## src/source/l1_cache_params.svh

```systemverilog
// ====================
// width and geometry macros for the l1 data cache
// one word per line, direct mapped
// ====================
`ifndef L1_CACHE_PARAMS_SVH
`define L1_CACHE_PARAMS_SVH

// byte address
`define ADDR_WID 32

// line width, one word
`define DATA_WID 32

// byte offset inside a line
`define OFFSET_WID 2

// 16 lines
`define INDEX_WID 4

// what is left of the address
`define TAG_WID 26

`endif

```

## src/source/mesi_pkg.sv

```systemverilog
// ====================
// coherence types
// line state, level 2 commands, snoop commands
// ====================
`default_nettype none

package mesi_pkg;

    typedef enum logic [1:0] {
        mesi_invalid   = 2'b00,
        mesi_shared    = 2'b01,
        mesi_exclusive = 2'b10,
        mesi_modified  = 2'b11
    } mesi_t;

    // requests toward level 2
    typedef enum logic [1:0] {
        mem_read      = 2'b00,
        mem_read_excl = 2'b01,
        mem_upgrade   = 2'b10,
        mem_writeback = 2'b11
    } mem_cmd_t;

    typedef enum logic {
        snoop_read  = 1'b0,
        snoop_inval = 1'b1
    } snp_cmd_t;

endpackage

`default_nettype wire

```

## src/source/l1_cache_pkg.sv

```systemverilog
// ====================
// cache types
// address fields, line data, processor FSM states
// ====================
`default_nettype none

`include "l1_cache_params.svh"

package l1_cache_pkg;

    typedef logic [`ADDR_WID-1:0]  addr_t;
    typedef logic [`TAG_WID-1:0]   tag_t;
    typedef logic [`INDEX_WID-1:0] index_t;
    typedef logic [`DATA_WID-1:0]  data_t;

    // processor side controller
    typedef enum logic [2:0] {
        ps_idle      = 3'd0,
        ps_writeback = 3'd1,
        ps_fill      = 3'd2,
        ps_upgrade   = 3'd3,
        // waiting for the level 2 ack to fall
        ps_respond   = 3'd4,
        // cpu_ack high, waiting for cpu_req to fall
        ps_release   = 3'd5
    } proc_state_t;

endpackage

`default_nettype wire

```

## src/source/l1_tag_store.sv

```systemverilog
// ====================
// tag and MESI state array
// processor and snoop lookups, one write port
// ====================
`timescale 1ns/1ps
`default_nettype none

`include "l1_cache_params.svh"

module l1_tag_store (
    input  wire                       clk,
    input  wire                       rst_n,
    input  wire l1_cache_pkg::index_t proc_index,
    input  wire l1_cache_pkg::index_t snoop_index,
    input  wire                       wr_en,
    input  wire l1_cache_pkg::index_t wr_index,
    input  wire l1_cache_pkg::tag_t   wr_tag,
    input  wire mesi_pkg::mesi_t      wr_state,
    output l1_cache_pkg::tag_t        proc_tag,
    output mesi_pkg::mesi_t           proc_state,
    output l1_cache_pkg::tag_t        snoop_tag,
    output mesi_pkg::mesi_t           snoop_state
);

    localparam int DEPTH = 1 << `INDEX_WID;

    l1_cache_pkg::tag_t tag_mem   [DEPTH];
    mesi_pkg::mesi_t    state_mem [DEPTH];

    // every line starts invalid
    always_ff @(posedge clk) begin
        if (!rst_n) begin
            for (int i = 0; i < DEPTH; i++) begin
                state_mem[i] <= mesi_pkg::mesi_invalid;
            end
        end else if (wr_en) begin
            state_mem[wr_index] <= wr_state;
        end
    end

    always_ff @(posedge clk) begin
        if (wr_en) begin
            tag_mem[wr_index] <= wr_tag;
        end
    end

    assign proc_tag    = tag_mem[proc_index];
    assign proc_state  = state_mem[proc_index];
    assign snoop_tag   = tag_mem[snoop_index];
    assign snoop_state = state_mem[snoop_index];

endmodule

`default_nettype wire

```

## src/source/l1_data_store.sv

```systemverilog
// ====================
// line data array
// processor read/write, snoop read only
// ====================
`timescale 1ns/1ps
`default_nettype none

`include "l1_cache_params.svh"

module l1_data_store (
    input  wire                       clk,
    input  wire l1_cache_pkg::index_t proc_index,
    input  wire                       wr_en,
    input  wire l1_cache_pkg::data_t  wr_data,
    input  wire l1_cache_pkg::index_t snoop_index,
    output l1_cache_pkg::data_t       proc_data,
    output l1_cache_pkg::data_t       snoop_data
);

    localparam int DEPTH = 1 << `INDEX_WID;

    l1_cache_pkg::data_t data_mem [DEPTH];

    always_ff @(posedge clk) begin
        if (wr_en) begin
            data_mem[proc_index] <= wr_data;
        end
    end

    assign proc_data  = data_mem[proc_index];
    assign snoop_data = data_mem[snoop_index];

endmodule

`default_nettype wire

```

## src/source/l1_proc_ctrl.sv

```systemverilog
// ====================
// processor side controller
// hits, fills, upgrades, victim writeback
// ====================
`timescale 1ns/1ps
`default_nettype none

`include "l1_cache_params.svh"

module l1_proc_ctrl (
    input  wire                      clk,
    input  wire                      rst_n,
    input  wire                      cpu_req,
    input  wire                      cpu_we,
    input  wire l1_cache_pkg::addr_t cpu_addr,
    input  wire l1_cache_pkg::data_t cpu_wdata,
    input  wire l1_cache_pkg::tag_t  line_tag,
    input  wire mesi_pkg::mesi_t     line_state,
    input  wire l1_cache_pkg::data_t line_data,
    input  wire                      mem_ack,
    input  wire l1_cache_pkg::data_t mem_rdata,
    input  wire                      mem_shared,
    input  wire                      snoop_busy,
    output logic                     cpu_ack,
    output l1_cache_pkg::data_t      cpu_rdata,
    output logic                     mem_req,
    output mesi_pkg::mem_cmd_t       mem_cmd,
    output l1_cache_pkg::addr_t      mem_addr,
    output l1_cache_pkg::data_t      mem_wdata,
    output logic                     tag_wr_en,
    output mesi_pkg::mesi_t          tag_wr_state,
    output logic                     data_wr_en,
    output l1_cache_pkg::data_t      data_wr_data,
    output logic                     proc_busy
);

    l1_cache_pkg::proc_state_t state;
    l1_cache_pkg::tag_t        cpu_tag;
    l1_cache_pkg::index_t      cpu_index;
    l1_cache_pkg::addr_t       line_addr;
    l1_cache_pkg::addr_t       victim_addr;
    mesi_pkg::mem_cmd_t        fill_cmd;
    logic                      hit;
    logic                      start;
    logic                      mem_done;

    assign cpu_tag     = cpu_addr[`ADDR_WID-1 -: `TAG_WID];
    assign cpu_index   = cpu_addr[`OFFSET_WID +: `INDEX_WID];
    assign line_addr   = {cpu_tag, cpu_index, {`OFFSET_WID{1'b0}}};
    assign victim_addr = {line_tag, cpu_index, {`OFFSET_WID{1'b0}}};
    assign fill_cmd    = cpu_we ? mesi_pkg::mem_read_excl : mesi_pkg::mem_read;

    assign hit      = (line_state != mesi_pkg::mesi_invalid) && (line_tag == cpu_tag);
    assign start    = (state == l1_cache_pkg::ps_idle) && cpu_req && !snoop_busy;
    assign mem_done = mem_req && mem_ack;

    // ====================
    // store updates
    // ====================
    always_comb begin
        tag_wr_en = 1'b0;
        // write hit on E or M goes straight in
        if (start && cpu_we && hit && (line_state != mesi_pkg::mesi_shared)) begin
            tag_wr_en = 1'b1;
        end
        if (mem_done && ((state == l1_cache_pkg::ps_fill) ||
                         (state == l1_cache_pkg::ps_upgrade))) begin
            tag_wr_en = 1'b1;
        end
    end

    assign data_wr_en   = tag_wr_en;
    assign data_wr_data = cpu_we ? cpu_wdata : mem_rdata;
    assign tag_wr_state = cpu_we     ? mesi_pkg::mesi_modified :
                          mem_shared ? mesi_pkg::mesi_shared : mesi_pkg::mesi_exclusive;

    assign proc_busy = (state != l1_cache_pkg::ps_idle) || cpu_req;

    // ====================
    // FSM
    // ====================
    always_ff @(posedge clk) begin
        if (!rst_n) begin
            state   <= l1_cache_pkg::ps_idle;
            cpu_ack <= 1'b0;
            mem_req <= 1'b0;
        end else begin
            case (state)
                l1_cache_pkg::ps_idle: begin
                    if (start) begin
                        if (hit && (!cpu_we || line_state != mesi_pkg::mesi_shared)) begin
                            cpu_rdata <= line_data;
                            cpu_ack   <= 1'b1;
                            state     <= l1_cache_pkg::ps_release;
                        end else if (hit) begin
                            mem_req  <= 1'b1;
                            mem_cmd  <= mesi_pkg::mem_upgrade;
                            mem_addr <= line_addr;
                            state    <= l1_cache_pkg::ps_upgrade;
                        end else if (line_state == mesi_pkg::mesi_modified) begin
                            // dirty victim goes out first
                            mem_req   <= 1'b1;
                            mem_cmd   <= mesi_pkg::mem_writeback;
                            mem_addr  <= victim_addr;
                            mem_wdata <= line_data;
                            state     <= l1_cache_pkg::ps_writeback;
                        end else begin
                            mem_req  <= 1'b1;
                            mem_cmd  <= fill_cmd;
                            mem_addr <= line_addr;
                            state    <= l1_cache_pkg::ps_fill;
                        end
                    end
                end
                l1_cache_pkg::ps_writeback: begin
                    if (mem_done) begin
                        mem_req <= 1'b0;
                    end else if (!mem_req && !mem_ack) begin
                        mem_req  <= 1'b1;
                        mem_cmd  <= fill_cmd;
                        mem_addr <= line_addr;
                        state    <= l1_cache_pkg::ps_fill;
                    end
                end
                l1_cache_pkg::ps_fill: begin
                    if (mem_done) begin
                        mem_req   <= 1'b0;
                        cpu_rdata <= mem_rdata;
                        state     <= l1_cache_pkg::ps_respond;
                    end
                end
                l1_cache_pkg::ps_upgrade: begin
                    if (mem_done) begin
                        mem_req <= 1'b0;
                        state   <= l1_cache_pkg::ps_respond;
                    end
                end
                l1_cache_pkg::ps_respond: begin
                    if (!mem_ack) begin
                        cpu_ack <= 1'b1;
                        state   <= l1_cache_pkg::ps_release;
                    end
                end
                l1_cache_pkg::ps_release: begin
                    if (!cpu_req) begin
                        cpu_ack <= 1'b0;
                        state   <= l1_cache_pkg::ps_idle;
                    end
                end
                default: begin
                    state <= l1_cache_pkg::ps_idle;
                end
            endcase
        end
    end

endmodule

`default_nettype wire

```

## src/source/l1_snoop_ctrl.sv

```systemverilog
// ====================
// snoop side controller
// downgrade on snoop read, drop on invalidate
// ====================
`timescale 1ns/1ps
`default_nettype none

`include "l1_cache_params.svh"

module l1_snoop_ctrl (
    input  wire                      clk,
    input  wire                      rst_n,
    input  wire                      snp_req,
    input  wire mesi_pkg::snp_cmd_t  snp_cmd,
    input  wire l1_cache_pkg::addr_t snp_addr,
    input  wire l1_cache_pkg::tag_t  line_tag,
    input  wire mesi_pkg::mesi_t     line_state,
    input  wire l1_cache_pkg::data_t line_data,
    input  wire                      proc_busy,
    output logic                     snp_ack,
    output logic                     snp_hit,
    output logic                     snp_dirty,
    output l1_cache_pkg::data_t      snp_data,
    output logic                     tag_wr_en,
    output mesi_pkg::mesi_t          tag_wr_state,
    output logic                     snoop_busy
);

    typedef enum logic {
        sn_idle = 1'b0,
        sn_hold = 1'b1
    } snoop_state_t;

    snoop_state_t state;
    logic         accept;
    logic         hit;

    assign accept = (state == sn_idle) && snp_req && !proc_busy;
    assign hit    = (line_state != mesi_pkg::mesi_invalid) &&
                    (line_tag == snp_addr[`ADDR_WID-1 -: `TAG_WID]);

    // state update lands on the accept edge
    assign tag_wr_en    = accept && hit;
    assign tag_wr_state = (snp_cmd == mesi_pkg::snoop_read) ? mesi_pkg::mesi_shared :
                                                              mesi_pkg::mesi_invalid;

    always_ff @(posedge clk) begin
        if (!rst_n) begin
            state <= sn_idle;
        end else if (accept) begin
            state <= sn_hold;
        end else if ((state == sn_hold) && !snp_req) begin
            state <= sn_idle;
        end
    end

    // reply captured before the line changes
    always_ff @(posedge clk) begin
        if (accept) begin
            snp_hit   <= hit;
            snp_dirty <= hit && (line_state == mesi_pkg::mesi_modified);
            snp_data  <= line_data;
        end
    end

    assign snp_ack    = (state == sn_hold);
    assign snoop_busy = (state == sn_hold);

endmodule

`default_nettype wire

```

## src/source/l1_dcache.sv

```systemverilog
// ====================
// l1 data cache top
// tag/data stores, processor and snoop controllers
// ====================
`timescale 1ns/1ps
`default_nettype none

`include "l1_cache_params.svh"

module l1_dcache (
    input  wire                      clk,
    input  wire                      rst_n,
    input  wire                      cpu_req,
    input  wire                      cpu_we,
    input  wire l1_cache_pkg::addr_t cpu_addr,
    input  wire l1_cache_pkg::data_t cpu_wdata,
    output logic                     cpu_ack,
    output l1_cache_pkg::data_t      cpu_rdata,
    output logic                     mem_req,
    output mesi_pkg::mem_cmd_t       mem_cmd,
    output l1_cache_pkg::addr_t      mem_addr,
    output l1_cache_pkg::data_t      mem_wdata,
    input  wire                      mem_ack,
    input  wire l1_cache_pkg::data_t mem_rdata,
    input  wire                      mem_shared,
    input  wire                      snp_req,
    input  wire mesi_pkg::snp_cmd_t  snp_cmd,
    input  wire l1_cache_pkg::addr_t snp_addr,
    output logic                     snp_ack,
    output logic                     snp_hit,
    output logic                     snp_dirty,
    output l1_cache_pkg::data_t      snp_data
);

    l1_cache_pkg::index_t proc_index;
    l1_cache_pkg::index_t snoop_index;
    l1_cache_pkg::tag_t   proc_tag;
    l1_cache_pkg::tag_t   snoop_tag;
    mesi_pkg::mesi_t      proc_state;
    mesi_pkg::mesi_t      snoop_state;
    l1_cache_pkg::data_t  proc_data;
    l1_cache_pkg::data_t  snoop_data;
    logic                 proc_tag_wr_en;
    logic                 snoop_tag_wr_en;
    mesi_pkg::mesi_t      proc_tag_wr_state;
    mesi_pkg::mesi_t      snoop_tag_wr_state;
    logic                 data_wr_en;
    l1_cache_pkg::data_t  data_wr_data;
    logic                 proc_busy;
    logic                 snoop_busy;
    logic                 wr_en;
    l1_cache_pkg::index_t wr_index;
    l1_cache_pkg::tag_t   wr_tag;
    mesi_pkg::mesi_t      wr_state;

    assign proc_index  = cpu_addr[`OFFSET_WID +: `INDEX_WID];
    assign snoop_index = snp_addr[`OFFSET_WID +: `INDEX_WID];

    // ====================
    // tag write steering
    // ====================
    // busy handshake keeps the two enables apart
    assign wr_en    = proc_tag_wr_en || snoop_tag_wr_en;
    assign wr_index = snoop_tag_wr_en ? snoop_index : proc_index;
    assign wr_tag   = snoop_tag_wr_en ? snp_addr[`ADDR_WID-1 -: `TAG_WID] :
                                        cpu_addr[`ADDR_WID-1 -: `TAG_WID];
    assign wr_state = snoop_tag_wr_en ? snoop_tag_wr_state : proc_tag_wr_state;

    l1_tag_store i_tag_store (
        .clk         (clk),
        .rst_n       (rst_n),
        .proc_index  (proc_index),
        .snoop_index (snoop_index),
        .wr_en       (wr_en),
        .wr_index    (wr_index),
        .wr_tag      (wr_tag),
        .wr_state    (wr_state),
        .proc_tag    (proc_tag),
        .proc_state  (proc_state),
        .snoop_tag   (snoop_tag),
        .snoop_state (snoop_state)
    );

    l1_data_store i_data_store (
        .clk         (clk),
        .proc_index  (proc_index),
        .wr_en       (data_wr_en),
        .wr_data     (data_wr_data),
        .snoop_index (snoop_index),
        .proc_data   (proc_data),
        .snoop_data  (snoop_data)
    );

    l1_proc_ctrl i_proc_ctrl (
        .clk          (clk),
        .rst_n        (rst_n),
        .cpu_req      (cpu_req),
        .cpu_we       (cpu_we),
        .cpu_addr     (cpu_addr),
        .cpu_wdata    (cpu_wdata),
        .line_tag     (proc_tag),
        .line_state   (proc_state),
        .line_data    (proc_data),
        .mem_ack      (mem_ack),
        .mem_rdata    (mem_rdata),
        .mem_shared   (mem_shared),
        .snoop_busy   (snoop_busy),
        .cpu_ack      (cpu_ack),
        .cpu_rdata    (cpu_rdata),
        .mem_req      (mem_req),
        .mem_cmd      (mem_cmd),
        .mem_addr     (mem_addr),
        .mem_wdata    (mem_wdata),
        .tag_wr_en    (proc_tag_wr_en),
        .tag_wr_state (proc_tag_wr_state),
        .data_wr_en   (data_wr_en),
        .data_wr_data (data_wr_data),
        .proc_busy    (proc_busy)
    );

    l1_snoop_ctrl i_snoop_ctrl (
        .clk          (clk),
        .rst_n        (rst_n),
        .snp_req      (snp_req),
        .snp_cmd      (snp_cmd),
        .snp_addr     (snp_addr),
        .line_tag     (snoop_tag),
        .line_state   (snoop_state),
        .line_data    (snoop_data),
        .proc_busy    (proc_busy),
        .snp_ack      (snp_ack),
        .snp_hit      (snp_hit),
        .snp_dirty    (snp_dirty),
        .snp_data     (snp_data),
        .tag_wr_en    (snoop_tag_wr_en),
        .tag_wr_state (snoop_tag_wr_state),
        .snoop_busy   (snoop_busy)
    );

endmodule

`default_nettype wire

```

## config.mk

```make
export PLATFORM = sky130hd
export DESIGN_NAME = l1_dcache
export DESIGN_NICKNAME = d
export VERILOG_FILES = /design/src/source/mesi_pkg.sv /design/src/source/l1_cache_pkg.sv /design/src/source/l1_tag_store.sv /design/src/source/l1_data_store.sv /design/src/source/l1_proc_ctrl.sv /design/src/source/l1_snoop_ctrl.sv /design/src/source/l1_dcache.sv
export VERILOG_INCLUDE_DIRS = /design/src /design/src/source
export SDC_FILE = /design/constraint.sdc
export NUM_CORES = 1
export LEC_CHECK = 0
export ABC_CLOCK_PERIOD_IN_PS = 8500
export BUFFER_PORTS_ARGS = -buffer_cell sky130_fd_sc_hd__buf_4
export CAP_MARGIN = 10
export CORE_ASPECT_RATIO = 0.75
export CORE_MARGIN = 2
export CORE_UTILIZATION = 52
export DETAILED_ROUTE_END_ITERATION = 8
export GPL_TIMING_DRIVEN = 0
export HOLD_SLACK_MARGIN = 0.02
export PLACE_DENSITY_LB_ADDON = 0.12
export SLEW_MARGIN = 20
export SYNTH_ARGS = -nofsm -noshare
export SYNTH_HDL_FRONTEND = slang
export SYNTH_SLANG_ARGS = --single-unit
```

## constraint.sdc

```tcl
create_clock -name clk -period 8.5 [get_ports clk]
set_input_delay 1.7 -clock clk [delete_from_list [all_inputs] [get_ports clk]]
set_output_delay 1.7 -clock clk [all_outputs]
set_load 0.005 [all_outputs]
```

==> key figures, run 1 <==
Clocking
  – TritonCTS clock tree: done
  – CTS Buf Count: 107
  – H-tree levels: 3
  – # resized after CTS: 0
  – Clock root buffer: clkbuf_16
  – Clock Path Buffers: 3
  – Clock Sinks: 1096
  – Clk_lat worst skew: 0.71 ns
  – Post-CTS Setup Inserts: 0
  – CTS clk-pin slew, worst paths: 0.06 ns
  – CTS Hold Bufs: 0

GRT
  – First-pass GRT wire length: 233000 µm
  – Vias in the first global route: 31100
  – Largest net degree at the start of global routing: 29
  – GRT overflow: 0
  – Initial antenna violation count: 7
  – Total track usage: 33.8%

Logic synthesis
  – Ys async rst share: 0%
  – Synth top area share: 64.2%
  – Synth Flop Type: edfxtp_1
  – Most frequent cells after synthesis: edfxtp_1 (1090), mux4_2 (504), mux2i_1 (127), mux2_2 (94), clkbuf_1 (91)
  – Post-synthesis sequential area ratio: 64.4%
  – Mean Syn Cell Area: 20.0 µm²
  – Synth unique cells: 68
  – Ys Warns: 0
  – Cells after Synth: 2547
  – Register bit total from synthesis: 1096
  – Syn Std Cell Area: 51000 µm²
  – EDFF count, synth: 1090
  – Most numerous cell in the Yosys netlist: edfxtp_1
  – Largest area contributor in the netlist: edfxtp_1
  – Synth top area cells: edfxtp_1 (64%), mux4_2 (22%), mux2i_1 (2.5%)

Status
  – Run status: completed

Floorplan
  – Io pins: 271
  – Die width: 366 µm
  – Die Ht: 275 µm
  – DIE AREA: 101000 µm²
  – Initial Util: 52.5%
  – Site row count: 99
  – Core area: 97200 µm²

Setup path
  – CP most frequent cell: buf_4
  – Crit-path max FO: 10
  – CP Cell Sequence: buf_4 > clkbuf_1 > clkbuf_1 > clkbuf_1 > inv_1 > o21ai_0 > xor2_1 > a41oi_1 > a21oi_1 > nand3_1 > o21ai_2 > nand2_1 > nor3_2 > buf_4 > buf_4 > buf_4
  – Worst Path Arrival: 8.84 ns
  – Crit Path Class: input pin to register
  – Worst Path Required: 8.90 ns
  – Biggest cell delay along the critical path: 1.00 ns
  – Critical path capture point type: register
  – CP max stage cell: clkbuf_1
  – Worst Setup Start Kind: input pin

Pwr
  – Seq pwr share: 49.2%
  – Final Power: 12.6 mW
  – Net Sw Frac: 24.9%
  – IR drop worst, VDD: 0.192 mV
  – Switching power: 3.13 mW
  – Leakage: 19.7 nW
  – Clock power frac: 38.1%
  – Power per cell area: 209 nW/µm²
  – Pint: 9.43 mW
  – Power share of the combinational group: 12.7%

STA
  – Slew @ Worst Pin: 1.27 ns
  – Minimum clock period after layout: 8.44 ns
  – Final hold violations: 0
  – Slew headroom: 15.6%
  – Hold slack: 0.576 ns
  – Final Cycle Share: 99.2%
  – Final setup fails: 0
  – Slew Viols, Final: 0
  – Fmax: 119 MHz
  – Final setup skew: 0.0247 ns
  – RSZ-0062 raised after global routing: no

Finish
  – Filler cells: 6768
  – Register Area: 32900 µm²
  – Nets: 3149
  – Layout Cells excl Fill: 4422
  – Layout area overhead: 17.7%
  – Fraction of layout cells with a size suffix above 1: 41.4%
  – Area of the multi-input gates: 17500 µm²

Detailed routing
  – DRC Markers: 0
  – Via-per-instance ratio: 7.11
  – Antenna Nets Post-Route: 0
  – 1st-pass router iterations: 6
  – Vias: 31400
  – WL final: 169000 µm
  – WL/cell: 38.3 µm
  – Drt first-iter violations: 5303

Placement
  – DP HPWL: 117000 µm
  – Port Buffers: 262
  – Inst Count DP: 4215
  – Routability cong.: 0.972

Min path
  – Hold Crit Class: register to register

Run
  – Max Cap Viol: 0
-- worst max-delay path: cells and delay by family --
kind	cells	cell delay (ns)
AO/OA/AOI/OAI	4	2.00
AND/OR/NAND/NOR	3	1.03
XOR/XNOR	1	0.27
buffers and inverters	8	3.80
-- final timing paths --
path | slack (ns) | startpoint | depth (start not counted) | end
setup reg to reg | 2.87 | i_tag_store.tag_mem[11][22] | 12 | i_tag_store.tag_mem[14][21]
hold / removal | 0.58 | i_proc_ctrl.cpu_ack | 2 | i_proc_ctrl.cpu_ack
setup / recovery | 0.06 | cpu_addr[3] | 16 | i_data_store.data_mem[3][8]
hold reg to reg | 0.58 | i_proc_ctrl.cpu_ack | 2 | i_proc_ctrl.cpu_ack
-- cells in the final DEF, fill, tap and decap left out, types with 12 or more instances in the layout --
cell type     n
nand2b_1     12
mux2i_1     127
buf_6        15
xor2_1       26
buf_16       33
nor3_1       26
clkbuf_2     22
nor2_1       33
clkbuf_16   111
mux4_2      504
buf_1        14
a221oi_1     12
o21ai_1      12
nand2_1      60
a22oi_1      57
o21ai_0      23
xnor2_1      34
buf_12       19
mux2_2       94
clkbuf_1     96
clkinv_1     30
nand3_1      15
edfxtp_1   1090
clkinv_2     23
a21oi_1      29
buf_2        46
buf_4       311
nor2_4       28
-- layout make-up --
cell class                 count  area share [%]
sequential                  1096            54.7
multi-input combinational   1255            29.2
buffer                       183            1.55
inverter                      14          0.0875
tap                         1313            2.74
clock inverter                72            1.05
timing repair buffer         356            5.95
clock buffer                 130            4.74
antenna                        3          0.0125
-- sequential cells by signal, indices dropped and copies added, names as in the netlist --
name                     cells
i_snoop_ctrl.snp_data       32
i_snoop_ctrl.snp_dirty       1
i_proc_ctrl.state            3
i_snoop_ctrl.snoop_busy      1
i_proc_ctrl.mem_cmd          2
i_proc_ctrl.mem_addr        30
i_proc_ctrl.mem_req          1
i_proc_ctrl.cpu_rdata       32
i_proc_ctrl.mem_wdata       32
i_proc_ctrl.cpu_ack          1
i_data_store.data_mem      512
i_tag_store.state_mem       32
i_tag_store.tag_mem        416
i_snoop_ctrl.snp_hit         1
-- kinds of logic after synthesis --
| logic type | count (synthesis) | share of synthesized area [%] |
|---|---|---|
| and+or+nand+nor | 249 | 2.67 |
| other | 1 | 0.00735 |
| AOI/OAI and AO/OA | 199 | 2.68 |
| buffers and inverters | 197 | 1.83 |
| xor gates and xnor gates | 60 | 1.03 |
| muxes | 745 | 27.4 |
| DFF | 1096 | 64.4 |
-- metrics by stage --
step            TNS, ns  setup slack [ns]  instance area [µm²]  util (%)
4_1_cts               0             0.592                60000      61.7
3_5_place_dp      -3.41            -0.150                56500      58.1
6_report              0            0.0640                60000      61.8
3_3_place_gp   -7785.61             -8.41                54600      56.2
5_1_grt               0             0.108                60000      61.7
2_1_floorplan         0             0.111                51000         -
-- layer usage --
layer,part of all wire (%),GRT usage [%],up-vias
li1,-,-,11900
met1,38,49.2,16600
met5,0.050,0,-
met4,3.7,11.0,6
met3,14,10.3,404
met2,44,49.3,2554
-- power by group through the flow --
| stage | logic, mW | registers, mW | clock network, mW |
|---|---|---|---|
| after CTS | 1.57 | 6.17 | 4.81 |
| after global routing | 1.66 | 6.18 | 5.00 |
| after detailed placement | 1.56 | 6.29 | 0 |
| final | 1.60 | 6.17 | 4.79 |
| after floorplan | 0.846 | 6.29 | 0 |
| after global placement | 1.47 | 6.30 | 0 |
Note: power is estimated with default switching activity, not from simulation.
==> run 2: changes to the inputs <==
ABC_CLOCK_PERIOD_IN_PS = 7150   (was 8500)
REMOVE_ABC_BUFFERS = 1   (was unset)
clock period = 7.15 ns   (was 8.5 ns; I/O delays follow)
==> run 2 against run 1 <==
  * Non-clock buffer count shrank 155
  * Power grew 17%
  * Combinational power grew 7%
  * Via count shrank 9.6%
  * Register-to-register slack lost 1.2 ns
  * Utilization shrank 0.18 points
  * Sequential cell count is the same
  * Critical endpoint is now i_data_store.data_mem[3][30]
  * Largest cell class unchanged
==> key figures, run 2 (synthesized netlist as in run 1, its figures left out) <==
Clocking
  – Clock Path Buffers: 3 (unchanged)
  – CTS Hold Bufs: 0 (unchanged)
  – H-tree levels: 3 (unchanged)
  – CTS clk-pin slew, worst paths: 0.07 ns (about the same)
  – Clock root buffer: clkbuf_16
  – CTS Buf Count: 106 (-0.93%)
  – Clk_lat worst skew: 0.70 ns (about the same)
  – Clock Sinks: 1096 (unchanged)
  – TritonCTS clock tree: done

Detailed routing
  – Antenna Nets Post-Route: 0 (unchanged)
  – WL/cell: 32.9 µm (-14%)
  – WL final: 140000 µm (-17%)
  – Vias: 28400 (-9.6%)
  – Drt first-iter violations: 3035 (-43%)
  – DRC Markers: 0 (unchanged)
  – Via-per-instance ratio: 6.66 (-6.3%)
  – 1st-pass router iterations: 6 (unchanged)

Finish
  – Most frequent cells in the layout: edfxtp_1 (1090), mux4_2 (504), buf_4 (286)
  – Most common cell after layout, fill and taps aside: edfxtp_1
  – Nets: 2995 (-4.9%)
  – Largest regs: i_data_store.data_mem (512), i_tag_store.tag_mem (416)
  – Register with the most flip-flops: i_data_store.data_mem
  – Max FFs per register: 512 (unchanged)
  – Fraction of layout cells with a size suffix above 1: 41.9% (+0.49 points)
  – Layout area overhead: 17.4%

GRT
  – Total track usage: 28.2% (-5.6 points)
  – Vias in the first global route: 29400 (-5.6%)
  – First-pass GRT wire length: 204000 µm (-13%)
  – Largest net degree at the start of global routing: 78 (+170%)
  – GRT overflow: 0 (unchanged)
  – Initial antenna violation count: 2 (-5)

Setup path
  – Worst Path Required: 7.55 ns (-1.35 ns)
  – CP Launch Point: cpu_addr[2]
  – Worst Setup Start Kind: input pin
  – Biggest cell delay along the critical path: 0.68 ns (-0.32 ns)
  – Worst Path Arrival: 7.38 ns (-1.46 ns)
  – Crit-path max FO: 62 (+52)
  – CP Cell Sequence: buf_8 > buf_16 > mux4_2 > mux2i_1 > xnor2_1 > a22oi_1 > o21ai_0 > nor4_2 > nand2_1 > o21ai_4 > nand2_1 > nor3_2 > buf_6 > buf_4 > buf_6 > buf_4
  – Crit Path Class: input pin to register
  – Worst r2r src: i_tag_store.tag_mem[10][24]
  – Critical path capture point type: register
  – CP max stage cell: nor4_2

Floorplan
  – DIE AREA: 101000 µm² (unchanged)
  – Io pins: 271 (unchanged)
  – Initial Util: 52.5% (unchanged)
  – Site row count: 99 (unchanged)
  – Die Ht: 275 µm (unchanged)
  – Die width: 366 µm (unchanged)
  – Core area: 97200 µm² (unchanged)

STA
  – Slew @ Worst Pin: 1.15 ns (-0.121 ns)
  – Final setup fails: 0 (unchanged)
  – Fmax: 143 MHz
  – Slew Viols, Final: 0 (unchanged)
  – Final hold violations: 0 (unchanged)
  – Slew headroom: 23.6% (+8.0 points)
  – RSZ-0062 raised after global routing: no
  – Setup tns final: 0 ns (unchanged)
  – Final setup skew: 0.0217 ns (-0.00304 ns)
  – Minimum clock period after layout: 6.98 ns
  – Final Cycle Share: 97.6%

Placement
  – Port Buffers: 264 (+0.76%)
  – DP HPWL: 89600 µm (-24%)
  – Routability cong.: 0.813 (-16%)

Pwr
  – Leakage: 19.5 nW (-0.94%)
  – Final Power: 14.7 mW (+17%)
  – IR drop worst, VDD: 0.181 mV (-6.1%)
  – Power per cell area: 245 nW/µm² (+17%)

Status
  – Run status: completed

Min path
  – Hold Crit Class: register to register
  – Hold path start: i_proc_ctrl.cpu_ack

Run
  – Max Cap Viol: 0 (unchanged)
-- run 2: cell count changes in the layout (fill, tap and decap cells not counted), moves of 14 or more --
cell / before / now
clkbuf_1: 96 / 25
buf_1: 14 / 0
buf_4: 311 / 286
clkbuf_2: 22 / 0
buf_16: 33 / 56
buf_2: 46 / 5
-- run 2: final cells by class --
type	count	area, µm²
fill	6762	37400
inverter	14	60.1
clock buffer	131	2750
antenna	1	2.50
tap	1313	1640
timing repair buffer	384	4290
sequential	1096	32900
clock inverter	66	679
multi-input combinational	1257	17600
-- run 2: path summary, 6_finish.rpt --
check                                 end  slack (ns)  cells past startpoint
max reg2reg  i_data_store.data_mem[3][30]        1.68                     14
max          i_data_store.data_mem[3][30]        0.17                     16
min reg2reg           i_proc_ctrl.cpu_ack        0.55                      2
min                   i_proc_ctrl.cpu_ack        0.55                      2
-- run 2: per-stage QoR --
step / worst slack (ns) / instances / util [%] / cell area [µm²] / hold WS [ns]
floorplan: -2.26 / 2365 / - / 50100 / 0.512
global placement: -13.79 / 3942 / 55.3 / 53800 / 0.551
detailed placement: -1.29 / 4055 / 57.9 / 56300 / 0.534
CTS: 0.0382 / 4254 / 61.5 / 59800 / 0.551
global route: 0.0292 / 4262 / 61.6 / 59900 / 0.604
finish: 0.168 / 4262 / 61.6 / 59900 / 0.554
-- run 2: power by group --
group | internal, mW | switching, mW | total [mW] | leakage [nW]
clock network | 3.14 | 2.47 | 5.61 | 1.67
logic | 0.766 | 0.949 | 1.71 | 7.92
registers | 7.28 | 0.0752 | 7.36 | 9.91
total | 11.2 | 3.49 | 14.7 | 19.5
-- run 2: critical path, delay by kind of cell --
family	cells	cell delay [ns]
AOI/OAI and AO/OA	3	0.99
and+or+nand+nor	4	1.79
muxes	2	0.98
buffers and inverters	6	1.75
xor gates and xnor gates	1	0.27
-- run 2: routing by layer --
layer | routed length (µm) | vias up | track usage, %
met3 | 12500 | 199 | 5.46
met1 | 56700 | 15200 | 40.9
met4 | 2860 | 2 | 6.52
met5 | 8 | - | 0
li1 | - | 11600 | -
met2 | 68300 | 1422 | 45.0
-- run 2: repair_timing --
| item | CTS | global route |
|---|---|---|
| endpoints found under the hold margin | 0 | 0 |
| pin swaps | 1 | 5 |
| resized for setup | 4 | 2 |
| setup buffers | 0 | 7 |
| setup endpoints to repair | 476 | 215 |
| cloned | 2 | 0 |
